===== src/lsu_pkg.sv =====
// Load/store unit package with widths, size codes and the request and response structs
`default_nettype none

package lsu_pkg;

  ////////////////////////////////////////////////////////////
  // Widths and depths
  ////////////////////////////////////////////////////////////

  localparam int ADDR_W          = 32;
  localparam int DATA_W          = 32;
  localparam int BE_W            = 4;
  // Bus parts in flight at most
  localparam int MAX_OUTSTANDING = 2;
  // Occupancy count, holds 0 to MAX_OUTSTANDING
  localparam int CNT_W           = 2;

  ////////////////////////////////////////////////////////////
  // Encodings and structs
  ////////////////////////////////////////////////////////////

  // Access size, 2'b11 is unused
  typedef enum logic [1:0] {
    SIZE_BYTE = 2'd0,
    SIZE_HALF = 2'd1,
    SIZE_WORD = 2'd2
  } lsu_size_e;

  // Request from the execute stage
  typedef struct packed {
    logic              we;
    lsu_size_e         size;
    logic              sext;
    logic [DATA_W-1:0] op_a;
    logic [DATA_W-1:0] op_b;
    logic [DATA_W-1:0] wdata;
  } lsu_req_t;

  // Result of one instruction
  typedef struct packed {
    logic [DATA_W-1:0] rdata;
    logic              err;
  } lsu_rsp_t;

  // Bus address phase
  typedef struct packed {
    logic [ADDR_W-1:0] addr;
    logic              we;
    logic [BE_W-1:0]   be;
    logic [DATA_W-1:0] wdata;
  } bus_req_t;

  // Bus response phase
  typedef struct packed {
    logic [DATA_W-1:0] rdata;
    logic              err;
  } bus_rsp_t;

  // Per-part control kept until its response
  typedef struct packed {
    lsu_size_e  size;
    logic       sext;
    logic       we;
    logic [1:0] offset;
    // Low only for the first half of a split
    logic       last;
  } txn_info_t;

endpackage

`default_nettype wire


===== src/lsu_request_gen.sv =====
// Request generator forming address, byte enables, rotated store data and split state per part
`default_nettype none
`timescale 1ns/100ps

module lsu_request_gen import lsu_pkg::*; (
  input  logic      clk,
  input  logic      rst_n,
  input  logic      valid_i,
  input  lsu_req_t  req_i,
  // Current part granted on the bus
  input  logic      part_done_i,
  output bus_req_t  bus_req_o,
  output logic      split_o,
  output txn_info_t info_o
);

  logic [ADDR_W-1:0] addr;
  logic [1:0]        offset;
  // Second address phase of a split access
  logic              second_q;
  logic [BE_W-1:0]   be;
  logic [DATA_W-1:0] wdata_rot;

  // Effective address
  assign addr   = req_i.op_a + req_i.op_b;
  assign offset = addr[1:0];

  ////////////////////////////////////////////////////////////
  // Byte enables
  ////////////////////////////////////////////////////////////

  always_comb begin
    be = 4'b0000;
    case (req_i.size)
      SIZE_BYTE: begin
        case (offset)
          2'b00: be = 4'b0001;
          2'b01: be = 4'b0010;
          2'b10: be = 4'b0100;
          default: be = 4'b1000;
        endcase
      end
      SIZE_HALF: begin
        if (!second_q) begin
          case (offset)
            2'b00: be = 4'b0011;
            2'b01: be = 4'b0110;
            2'b10: be = 4'b1100;
            default: be = 4'b1000;
          endcase
        end else begin
          // Upper byte spills into the next word
          be = 4'b0001;
        end
      end
      default: begin
        if (!second_q) begin
          case (offset)
            2'b00: be = 4'b1111;
            2'b01: be = 4'b1110;
            2'b10: be = 4'b1100;
            default: be = 4'b1000;
          endcase
        end else begin
          // Offset 0 never reaches a second phase
          case (offset)
            2'b00: be = 4'b0000;
            2'b01: be = 4'b0001;
            2'b10: be = 4'b0011;
            default: be = 4'b0111;
          endcase
        end
      end
    endcase
  end

  // Rotate store data left by the byte offset, same lanes serve both phases
  always_comb begin
    case (offset)
      2'b00: wdata_rot = req_i.wdata;
      2'b01: wdata_rot = {req_i.wdata[23:0], req_i.wdata[31:24]};
      2'b10: wdata_rot = {req_i.wdata[15:0], req_i.wdata[31:16]};
      default: wdata_rot = {req_i.wdata[7:0], req_i.wdata[31:8]};
    endcase
  end

  ////////////////////////////////////////////////////////////
  // Split detection and phase tracking
  ////////////////////////////////////////////////////////////

  // Word off alignment, or halfword at offset 3, in the first phase only
  always_comb begin
    split_o = 1'b0;
    if (valid_i && !second_q) begin
      case (req_i.size)
        SIZE_WORD: split_o = (offset != 2'b00);
        SIZE_HALF: split_o = (offset == 2'b11);
        default:   split_o = 1'b0;
      endcase
    end
  end

  // Set on the first grant of a split, cleared on the next grant
  always_ff @(posedge clk or negedge rst_n) begin
    if (!rst_n) begin
      second_q <= 1'b0;
    end else if (!valid_i) begin
      second_q <= 1'b0;
    end else if (part_done_i) begin
      second_q <= split_o;
    end
  end

  // Second phase goes to the next word up
  assign bus_req_o.addr  = second_q ? ({addr[ADDR_W-1:2], 2'b00} + ADDR_W'(4)) : addr;
  assign bus_req_o.we    = req_i.we;
  assign bus_req_o.be    = be;
  assign bus_req_o.wdata = wdata_rot;

  // Control for the tracker
  assign info_o.size   = req_i.size;
  assign info_o.sext   = req_i.sext;
  assign info_o.we     = req_i.we;
  assign info_o.offset = offset;
  assign info_o.last   = !split_o;

endmodule

`default_nettype wire


===== src/lsu_txn_tracker.sv =====
// In-order tracker of outstanding bus parts with issue control, ready and busy
`default_nettype none
`timescale 1ns/100ps

module lsu_txn_tracker import lsu_pkg::*; (
  input  logic      clk,
  input  logic      rst_n,
  input  logic      valid_i,
  // Current part is the first half of a split
  input  logic      split_i,
  input  txn_info_t info_i,
  input  logic      gnt_i,
  input  logic      rvalid_i,
  output logic      req_valid_o,
  output logic      part_done_o,
  output logic      ready_o,
  output logic      busy_o,
  output txn_info_t head_o
);

  // Entry storage
  txn_info_t          fifo_q [MAX_OUTSTANDING];
  logic [CNT_W-2:0]   wr_ptr_q;
  logic [CNT_W-2:0]   rd_ptr_q;
  logic [CNT_W-1:0]   cnt_q;
  logic [CNT_W-1:0]   cnt_next;
  logic               push;
  logic               pop;

  ////////////////////////////////////////////////////////////
  // Issue control
  ////////////////////////////////////////////////////////////

  // Hold the address phase back once the tracker is full
  assign req_valid_o = valid_i && (cnt_q < MAX_OUTSTANDING);
  assign part_done_o = req_valid_o && gnt_i;

  // First grant of a split keeps the instruction in place
  assign ready_o = !valid_i || (part_done_o && !split_i);

  assign busy_o = (cnt_q != '0) || req_valid_o;

  // Grant pushes and response pops, possibly in the same cycle
  assign push = part_done_o;
  assign pop  = rvalid_i;

  ////////////////////////////////////////////////////////////
  // Occupancy count
  ////////////////////////////////////////////////////////////

  always_comb begin
    case ({push, pop})
      2'b10:   cnt_next = cnt_q + 1'b1;
      2'b01:   cnt_next = cnt_q - 1'b1;
      default: cnt_next = cnt_q;
    endcase
  end

  always_ff @(posedge clk or negedge rst_n) begin
    if (!rst_n) begin
      cnt_q <= '0;
    end else begin
      cnt_q <= cnt_next;
    end
  end

  ////////////////////////////////////////////////////////////
  // Entry FIFO
  ////////////////////////////////////////////////////////////

  // Pointers wrap naturally at depth 2
  always_ff @(posedge clk or negedge rst_n) begin
    if (!rst_n) begin
      wr_ptr_q <= '0;
      rd_ptr_q <= '0;
    end else begin
      if (push) begin
        wr_ptr_q <= wr_ptr_q + 1'b1;
      end
      if (pop) begin
        rd_ptr_q <= rd_ptr_q + 1'b1;
      end
    end
  end

  always_ff @(posedge clk) begin
    if (push) begin
      fifo_q[wr_ptr_q] <= info_i;
    end
  end

  // Oldest part in flight belongs to the next response
  assign head_o = fifo_q[rd_ptr_q];

endmodule

`default_nettype wire


===== src/lsu_rdata_align.sv =====
// Load data realignment, split join, sign extension and error merge
`default_nettype none
`timescale 1ns/100ps

module lsu_rdata_align import lsu_pkg::*; (
  input  logic      clk,
  input  logic      rst_n,
  input  logic      rvalid_i,
  input  bus_rsp_t  rsp_i,
  // Control of the part this response belongs to
  input  txn_info_t head_i,
  output logic      rsp_valid_o,
  output lsu_rsp_t  rsp_o
);

  // Raw first-half data of a split load
  logic [DATA_W-1:0]   rdata_q;
  // First-half error of a split access
  logic                err_q;
  logic                is_split;
  logic [2*DATA_W-1:0] rdata_full;
  logic [DATA_W-1:0]   rdata_aligned;
  logic [DATA_W-1:0]   rdata_ext;

  ////////////////////////////////////////////////////////////
  // First-half capture
  ////////////////////////////////////////////////////////////

  always_ff @(posedge clk) begin
    if (rvalid_i && !head_i.last && !head_i.we) begin
      rdata_q <= rsp_i.rdata;
    end
  end

  // Error held across the two halves, cleared by the last one
  always_ff @(posedge clk or negedge rst_n) begin
    if (!rst_n) begin
      err_q <= 1'b0;
    end else if (rvalid_i) begin
      err_q <= head_i.last ? 1'b0 : rsp_i.err;
    end
  end

  ////////////////////////////////////////////////////////////
  // Realign and extend
  ////////////////////////////////////////////////////////////

  assign is_split = ((head_i.size == SIZE_WORD) && (head_i.offset != 2'b00)) ||
                    ((head_i.size == SIZE_HALF) && (head_i.offset == 2'b11));

  // Self copy lets upper lanes wrap into the low bytes
  assign rdata_full = is_split ? {rsp_i.rdata, rdata_q} : {rsp_i.rdata, rsp_i.rdata};

  // Shift right by 8 times the offset
  assign rdata_aligned = DATA_W'(rdata_full >> {head_i.offset, 3'b000});

  always_comb begin
    case (head_i.size)
      SIZE_BYTE: rdata_ext = {{24{head_i.sext && rdata_aligned[7]}}, rdata_aligned[7:0]};
      SIZE_HALF: rdata_ext = {{16{head_i.sext && rdata_aligned[15]}}, rdata_aligned[15:0]};
      default:   rdata_ext = rdata_aligned;
    endcase
  end

  // One pulse per instruction, on its last part
  assign rsp_valid_o = rvalid_i && head_i.last;
  assign rsp_o.rdata = rdata_ext;
  assign rsp_o.err   = rsp_i.err || err_q;

endmodule

`default_nettype wire


===== src/lsu_top.sv =====
// Load/store unit top connecting request generation, tracking and load alignment
`default_nettype none
`timescale 1ns/100ps

module lsu_top import lsu_pkg::*; (
  input  logic     clk,
  input  logic     rst_n,
  // Execute side
  input  logic     lsu_valid_i,
  input  lsu_req_t lsu_req_i,
  output logic     lsu_ready_o,
  // Bus side
  output logic     data_req_valid_o,
  output bus_req_t data_req_o,
  input  logic     data_gnt_i,
  input  logic     data_rvalid_i,
  input  bus_rsp_t data_rsp_i,
  // Write-back side
  output logic     lsu_rsp_valid_o,
  output lsu_rsp_t lsu_rsp_o,
  output logic     busy_o
);

  logic      split;
  logic      part_done;
  txn_info_t info;
  txn_info_t head;

  ////////////////////////////////////////////////////////////
  // Address phase
  ////////////////////////////////////////////////////////////

  lsu_request_gen i_request_gen (
    .clk         (clk),
    .rst_n       (rst_n),
    .valid_i     (lsu_valid_i),
    .req_i       (lsu_req_i),
    .part_done_i (part_done),
    .bus_req_o   (data_req_o),
    .split_o     (split),
    .info_o      (info)
  );

  lsu_txn_tracker i_txn_tracker (
    .clk         (clk),
    .rst_n       (rst_n),
    .valid_i     (lsu_valid_i),
    .split_i     (split),
    .info_i      (info),
    .gnt_i       (data_gnt_i),
    .rvalid_i    (data_rvalid_i),
    .req_valid_o (data_req_valid_o),
    .part_done_o (part_done),
    .ready_o     (lsu_ready_o),
    .busy_o      (busy_o),
    .head_o      (head)
  );

  ////////////////////////////////////////////////////////////
  // Response phase
  ////////////////////////////////////////////////////////////

  lsu_rdata_align i_rdata_align (
    .clk         (clk),
    .rst_n       (rst_n),
    .rvalid_i    (data_rvalid_i),
    .rsp_i       (data_rsp_i),
    .head_i      (head),
    .rsp_valid_o (lsu_rsp_valid_o),
    .rsp_o       (lsu_rsp_o)
  );

endmodule

`default_nettype wire


===== config.mk =====
export PLATFORM = sky130hd
export DESIGN_NAME = lsu_top
export DESIGN_NICKNAME = d
export VERILOG_FILES = /design/src/lsu_pkg.sv /design/src/lsu_request_gen.sv /design/src/lsu_txn_tracker.sv /design/src/lsu_rdata_align.sv /design/src/lsu_top.sv
export SDC_FILE = /design/constraint.sdc
export NUM_CORES = 1
export LEC_CHECK = 0
export BUFFER_PORTS_ARGS = -buffer_cell sky130_fd_sc_hd__buf_4
export CAP_MARGIN = 30
export CORE_MARGIN = 2
export CORE_UTILIZATION = 52
export DETAILED_ROUTE_END_ITERATION = 7
export GPL_TIMING_DRIVEN = 0
export PLACE_DENSITY = 0.85
export SLEW_MARGIN = 25
export SYNTH_ARGS = -nofsm -noshare
export SYNTH_HDL_FRONTEND = slang
export SYNTH_SLANG_ARGS = --single-unit

===== constraint.sdc =====
create_clock -name clk -period 9.9 [get_ports clk]
set_input_delay 2.97 -clock clk [delete_from_list [all_inputs] [get_ports clk]]
set_output_delay 2.97 -clock clk [all_outputs]
set_load 0.05 [all_outputs]

==> run_results.csv, run 1 <==
group,metric,value,unit
outcome,outcome,"finished, violations left",
outcome,violations,"DRC",
power,seqPwrFrac,0.123,
power,power.internal,0.000831,W
worst_setup_path,path_cells,"buf_4 -> ha_1 -> inv_1 -> fa_1 -> nand2b_2 -> a211oi_4 -> nor3_1 -> nor4_1 -> nand4_1 -> nor4_4 -> a41oi_1 -> a2111oi_2 -> a21oi_1 -> xor2_1 -> buf_4",
routing,drc,23,
synthesis,synth_top_area_share,0.172,
global_routing,grt_pass1_vias,6874,
power,sw_frac_of_total,0.574,
global_routing,grt_pass1_wl,32.8,mm
power,combPwrFrac,0.781,
clock_tree,cts_buffer_depth,2,
clock_tree,cts_resized,0,
synthesis,seq_area_frac_synth,0.195,
power,leakagePower,4.15,nW
sta,tightestPinTransition,0.812,ns
run,drv_cap,0,
global_routing,grt.total_usage,0.294,
clock_tree,cts_root_buf,"clkbuf_16",
worst_setup_path,crit_required,6.93,ns
global_routing,met2_usage,0.493,
synthesis,syn_nets,993,
worst_setup_path,crit_type,"input port to output pin",
routing,postRouteAntennaNets,0,
synthesis,synthXorXnorAreaFrac,0.0734,
synthesis,synth_cells,810,
sta,hold_viol_final,0,
routing,drtIter0Drc,1049,
clock_tree,ctsHoldBuffers,0,
finish,area.growth.synth_to_final,33.4,%
synthesis,ys_async_sr_fraction,0.136,
sta,setup_violations,0,
sta,fmaxAchievable,0.106,GHz
synthesis,synth.largest_area_cell,"edfxtp_1",
clock_tree,cts_sinks,44,
synthesis,synth_edf_count,38,
global_routing,overflow,0,
power,p_per_area,221,mW/mm^2
finish,layout-drive-gt1-share,0.295,
finish,nNetsFinal,1243,
global_routing,grt_use_met3,0.0355,
worst_setup_path,max_stage_delay,0.43,ns
routing,vias,7450,
worst_setup_path,worst_setup_path_end_kind,"output pin",
finish,antenna_cells,0,
clock_tree,worstSkewPairLatency,0.29,ns
routing,wl,21.2,mm
die,num_rows,41,
synthesis,synth_compound_area_frac,0.259,
sta,final.min_clock_period,9.47,ns
clock_tree,cts_max_level,2,
synthesis,ys_types,90,
global_routing,grt_max_degree,25,
die,fp.dieW,117,microns
min_path,hold_path_class,"register to register",
worst_setup_path,rr_startpoint,"i_txn_tracker.rd_ptr_q",
sta,finalMaxSlewViolations,0,
clock_tree,cts.reportedPaths.clkPinSlew,0.06,ns
synthesis,yosysWarningCount,0,
global_routing,met1_usage,0.389,
finish,final_util,0.707,
sta,slew_headroom,0.459,
global_routing,busiest_layer,"met2",
clock_tree,cts_tree,"built",
worst_setup_path,critPathMaxFanout,6,
min_path,hp-start,"i_txn_tracker.cnt_q[1]",
global_routing,grt_antenna_before_repair,0,
synthesis,netlist_area,0.00663,sq mm
die,dieArea,0.0137,sq mm
synthesis,syn_avg_cell_area,8.19,sq um
die,io-pin-count,244,
power,p_sw,0.00112,W
place,dpl.hpwl,16.9,mm
sta,finClkSkew,0.00960,ns
routing,avgRoutedWirePerCell,17.2,microns
clock_tree,numCtsBuffers,5,
die,initial_core_util,0.530,
synthesis,synthTopCellsByArea,"edfxtp_1, mux2i_1, ha_1",
synthesis,synth_top_family_by_area,"compound AO/OA/AOI/OAI gates",
sta,timing.setup.tns,0,ns
routing,first_pass_iters,8,
worst_setup_path,cpMaxStageDelayCell,"nor4_4",
sta,timing.final.crit_share,0.957,
routing,vias_per_cell,6.04,
synthesis,muxShareOfSynthArea,0.130,
synthesis,synth-seq-cells,44,
worst_setup_path,cp_common_cell,"buf_4",
worst_setup_path,worst_ep_arrival_time,6.50,ns
sta,rsz0062_at_grt,"false",
place,gp_congestion,0.974,
worst_setup_path,start_kind,"input port",
worst_setup_path,cp-startpoint,"lsu_req_i[32]",
place,portBuffers,243,
die,coreArea,0.0125,sq mm
power,peakVddDrop,0.123,mV
synthesis,synth_fa_ha_area_frac,0.0861,
clock_tree,postCtsSetupBuffers,0,
synthesis,synth-simple-area-share,0.192,
die,die_h,117,microns
power,clockPowerShare,0.095,
synthesis,synth_ff_type,"edfxtp_1",
power,power.total,0.00195,W
-- critical path, delay by kind of cell --
family	cells	cell delay [ns]
AND/OR/NAND/NOR	5	1.43
AO/OA/AOI/OAI	4	0.99
adder cells (fa/ha/maj)	2	0.56
buffers and inverters	3	0.37
XOR/XNOR	1	0.18
-- cell families after synthesis --
| logic type | Yosys count |
|---|---|
| adders and majority gates | 45 |
| DFF | 44 |
| muxes | 85 |
| xor gates and xnor gates | 53 |
| AOI/OAI and AO/OA | 236 |
| and+or+nand+nor | 243 |
| buffers and inverters | 104 |
-- flip-flops by register name, indices dropped and copies added, names as in the netlist --
signal / count
i_request_gen.second_q: 1
i_txn_tracker.fifo_q: 14
i_rdata_align.err_q: 1
i_txn_tracker.wr_ptr_q: 1
i_txn_tracker.rd_ptr_q: 1
i_rdata_align.rdata_q: 24
i_txn_tracker.cnt_q: 2
-- layout make-up --
class | instances | area (sq um)
tap | 172 | 215
fill | 1063 | 3670
clock inverter | 3 | 42.5
inverter | 54 | 203
timing repair buffer | 243 | 1820
multi-input combinational | 662 | 4920
buffer | 50 | 221
clock buffer | 5 | 125
sequential | 44 | 1290
-- through the flow --
stage	cell area (sq um)	hold slack, ns	instances	worst slack, ns
2_1_floorplan	6630	0.455	810	0.568
3_3_place_gp	8670	0.477	1225	0.479
3_5_place_dp	8680	0.478	1225	0.429
4_1_cts	8840	0.493	1233	0.420
5_1_grt	8840	0.503	1233	0.0997
6_report	8840	0.491	1233	0.427
-- layer usage --
| metal | part of all wire | up-vias |
|---|---|---|
| met5 | 0 | - |
| met4 | 0.033 | 0 |
| met3 | 0.076 | 59 |
| met2 | 0.48 | 393 |
| met1 | 0.41 | 3458 |
| li1 | - | 3540 |
-- power groups by stage --
| stage | combinational [W] | sequential (W) | clock (W) |
|---|---|---|---|
| finish | 0.00153 | 0.000241 | 0.000186 |
| global route | 0.00161 | 0.000244 | 0.000194 |
| CTS | 0.00151 | 0.000241 | 0.000187 |
| detailed placement | 0.00151 | 0.000245 | 0 |
| global placement | 0.00149 | 0.000244 | 0 |
| floorplan | 0.00108 | 0.000242 | 0 |
-- path summary, 6_finish.rpt --
| check | end | slack [ns] | depth (start not counted) |
|---|---|---|---|
| worst max register to register | i_rdata_align.rdata_q[16] | 8.03 | 4 |
| worst min register to register | i_txn_tracker.cnt_q[1] | 0.49 | 1 |
| worst max-delay path | data_req_o[60] | 0.43 | 15 |
| max in group asynchronous | i_rdata_align.err_q | 7.30 | 1 |
| min in group asynchronous | i_txn_tracker.cnt_q[0] | 2.49 | 1 |
| worst min-delay path | i_txn_tracker.cnt_q[1] | 0.49 | 1 |
-- cell usage after synthesis (all sizes together) (4+ instances only) --
library cell  number
a211oi             7
a21o              21
a21oi             39
a222oi            32
a31oi              8
and2              16
and3               6
and4               7
buf               17
clkbuf            33
dfrtp              6
edfxtp            38
ha                44
inv               54
mux2              11
mux2i             74
nand2             97
nand2b             4
nand3             28
nand4             11
nor2              36
nor2b              5
nor3              14
nor4               5
o21ai             80
o21bai             4
o22ai              4
xnor2             34
xor2              19
-- cell usage in the layout (no fill, tap or decap), drive strengths merged, types with 5 or more instances in the layout --
master  synthesis  final
nand2          97     97
a21oi          39     39
and3            6      6
nor2           36     36
clkbuf         33     38
xor2           19     19
dfrtp           6      6
mux2i          74     74
nor4            5      5
nand3          28     28
nand4          11     11
xnor2          34     34
a31oi           8      8
ha             44     44
nor3           14     14
a222oi         32     32
mux2           11     11
and2           16     16
and4            7      7
a21o           21     21
inv            54     54
edfxtp         38     38
o21ai          80     80
nor2b           5      5
a211oi          7      7
buf            17    260
(Power assumes the default switching activity.)
==> run 2: changes to the inputs <==
- ABC_AREA: default -> 1
- CORE_UTILIZATION: 52 -> 49
- PLACE_DENSITY: 0.85 -> 0.79
==> run 2 against run 1 <==
Net effect:
- the flow now finishes without violations
- combinational power is 25% higher
- flip-flop and latch count grew 1
- global-route usage rose by 1.6 points
- non-clock buffer count is 9 lower
- largest cell class unchanged
- count of clock-buffer cells in the layout did not move
- wire length up 20%
- sequential power rose by 3%
==> run_results.csv, run 2 <==
group,metric,value,unit
die,io-pin-count,244,
die,die_h,127,microns
clock_tree,cts_max_level,2,
min_path,hold_path_class,"register to register",
clock_tree,cts_sinks,45,
synthesis,synth_ff_type,"edfxtp_1",
sta,hold_viol_final,0,
worst_setup_path,reg2regPathDepth,4,
power,sw_frac_of_total,0.616,
power,peakVddDrop,0.251,mV
place,dp_cells,1722,
place,dpl.hpwl,21.5,mm
min_path,hp-start,"i_txn_tracker.cnt_q[0]",
worst_setup_path,start_kind,"input port",
sta,slew_headroom,0.533,
sta,worst_slack,0.883,ns
die,coreArea,0.0146,sq mm
clock_tree,postCtsSetupBuffers,0,
die,initial_core_util,0.507,
sta,finalMaxSlewViolations,0,
routing,wl,25.4,mm
sta,rsz0062_at_grt,"false",
power,seqPwrFrac,0.107,
synthesis,ys_types,44,
routing,first_pass_iters,6,
synthesis,seq_area_frac_synth,0.178,
finish,reg_top3,"i_rdata_align.rdata_q x25, i_txn_tracker.fifo_q x14, i_txn_tracker.cnt_q x2",
finish,nNetsFinal,1728,
synthesis,synthTopCellsByArea,"nand2_1, edfxtp_1, inv_1",
min_path,worstHoldPathCells,1,
synthesis,yosysWarningCount,0,
finish,layout_common_cells,"nand2_1, buf_4, inv_1",
finish,area.growth.synth_to_final,29.8,%
synthesis,synth_cells,1295,
power,leakagePower,5.34,nW
power,p_sw,0.00144,W
routing,postRouteAntennaNets,0,
place,pre_cts_slack,1.03,ns
synthesis,synth_top_area_share,0.216,
global_routing,grt_pass1_vias,8587,
place,portBuffers,243,
sta,timing.setup.tns,0,ns
die,num_rows,44,
routing,vias_per_cell,5.40,
power,combPwrFrac,0.823,
worst_setup_path,worst_setup_path_end_kind,"output pin",
sta,setup_violations,0,
worst_setup_path,rr_startpoint,"i_txn_tracker.rd_ptr_q",
worst_setup_path,crit_type,"input port to output pin",
finish,mostFrequentLayoutCell,"nand2_1",
clock_tree,cts_tree,"built",
sta,timing.final.crit_share,0.911,
global_routing,grt_max_degree,26,
synthesis,ys_async_sr_fraction,0.133,
finish,antenna_cells,0,
routing,drtIter0Drc,785,
clock_tree,cts.reportedPaths.clkPinSlew,0.07,ns
global_routing,grt.total_usage,0.310,
routing,drc,0,
sta,tightestPinTransition,0.698,ns
synthesis,syn_avg_cell_area,5.73,sq um
sta,fmaxAchievable,0.111,GHz
synthesis,synth.largest_area_cell,"nand2_1",
sta,finClkSkew,0.00661,ns
sta,final.min_clock_period,9.02,ns
synthesis,syn_nets,1478,
worst_setup_path,r2r_slack,7.91,ns
clock_tree,cts_buffer_depth,2,
worst_setup_path,crit_required,6.93,ns
routing,avgRoutedWirePerCell,14.7,microns
power,power.internal,0.000896,W
outcome,outcome,"completed",
synthesis,synth-seq-cells,45,
synthesis,synth_edf_count,39,
die,dieArea,0.0161,sq mm
finish,layout-drive-gt1-share,0.187,
synthesis,netlist_area,0.00742,sq mm
clock_tree,worstSkewPairLatency,0.29,ns
finish,final_cells,1730,
global_routing,grt_antenna_before_repair,0,
worst_setup_path,critPathMaxFanout,10,
power,p_per_area,243,mW/mm^2
clock_tree,numCtsBuffers,5,
clock_tree,cts_root_buf,"clkbuf_16",
power,clockPowerShare,0.071,
min_path,hold_end,"i_txn_tracker.cnt_q[0]",
clock_tree,cts_resized,0,
run,drv_cap,0,
place,gp_congestion,0.944,
clock_tree,ctsHoldBuffers,0,
synthesis,ys_top_cells_by_count,"nand2_1, inv_1, nor2_1",
finish,top_register,"i_rdata_align.rdata_q",
routing,vias,9346,
finish,largest_reg_flops,25,
global_routing,grt_pass1_wl,41.2,mm
synthesis,synthMostInstantiatedCell,"nand2_1",
die,fp.dieW,127,microns
worst_setup_path,worst_ep_arrival_time,6.05,ns
global_routing,overflow,0,
worst_setup_path,r2r_end,"i_rdata_align.rdata_q[16]",
-- run 2: cell count changes after synthesis, moves of 25 or more --
cell,delta
o21ai_1,+25
xnor2_1,-26
mux2i_1,-66
nand2_1,+329
a222oi_1,-32
a221oi_1,+31
nor2_1,+68
inv_1,+183
nand3_1,+65
-- run 2: cell type report --
| class | count | area (sq um) |
|---|---|---|
| Multi-Input combinational cell | 968 | 5000 |
| Fill cell | 1469 | 5020 |
| Timing Repair Buffer | 243 | 1820 |
| Clock inverter | 3 | 21.3 |
| Inverter | 241 | 905 |
| Tap cell | 184 | 230 |
| Clock buffer | 5 | 125 |
| Buffer | 41 | 196 |
| Sequential cell | 45 | 1320 |
-- run 2: worst max-delay path: stages --
cell and delay (ns):
buf_4 0.09, ha_1 0.24, inv_1 0.08, fa_1 0.64, inv_1 0.17, ha_1 0.21, clkbuf_1 0.20, inv_1 0.25
clkbuf_1 0.41, o21ai_0 0.20, a221oi_1 0.27, a21oi_1 0.08, buf_4 0.23
-- run 2: through the flow --
step                      area, sq um  utilization  hold WS [ns]  total power, W
after floorplan                  7420            -         0.482         0.00161
after global placement           9470        0.647         0.505         0.00215
after detailed placement         9480        0.647         0.510         0.00216
after CTS                        9630        0.657         0.521         0.00232
after global routing             9630        0.657         0.557         0.00248
final                            9630        0.657         0.524         0.00234
-- run 2: metal layers --
metal	wire (microns)	GRT usage	share of wire	up-vias
met4	813	0.122	0.032	0
met1	10900	0.398	0.43	4173
met2	11900	0.537	0.47	412
met5	0	0	0	-
li1	-	-	-	4698
met3	1750	0.0335	0.069	63
-- run 2: how the worst max path moves through the flow --
stage                   from        endpoint  slack, ns
2_1_floorplan  lsu_req_i[32]  data_req_o[61]       1.25
3_3_place_gp   lsu_req_i[32]   data_req_o[3]       0.96
3_5_place_dp   lsu_req_i[32]  data_req_o[10]       1.03
4_1_cts        lsu_req_i[32]  data_req_o[11]       0.99
5_1_grt        lsu_req_i[32]  data_req_o[11]       0.69
6_report       lsu_req_i[32]  data_req_o[11]       0.88
-- run 2: logic make-up after synthesis --
group / Yosys count / synth area share
compound gates: 226 / 0.185
buf+inv: 282 / 0.148
flops: 45 / 0.178
mux: 8 / 0.0108
fa+ha+maj: 45 / 0.0769
simple gates: 664 / 0.371
xor+xnor: 25 / 0.0295
-- run 2: power by group through the flow --
stage | Sequential (W) | Clock, W | Combinational (W)
global placement | 0.000253 | 0 | 0.00190
global route | 0.000252 | 0.000175 | 0.00205
floorplan | 0.000250 | 0 | 0.00136
finish | 0.000249 | 0.000165 | 0.00192
CTS | 0.000249 | 0.000167 | 0.00191
detailed placement | 0.000253 | 0 | 0.00190
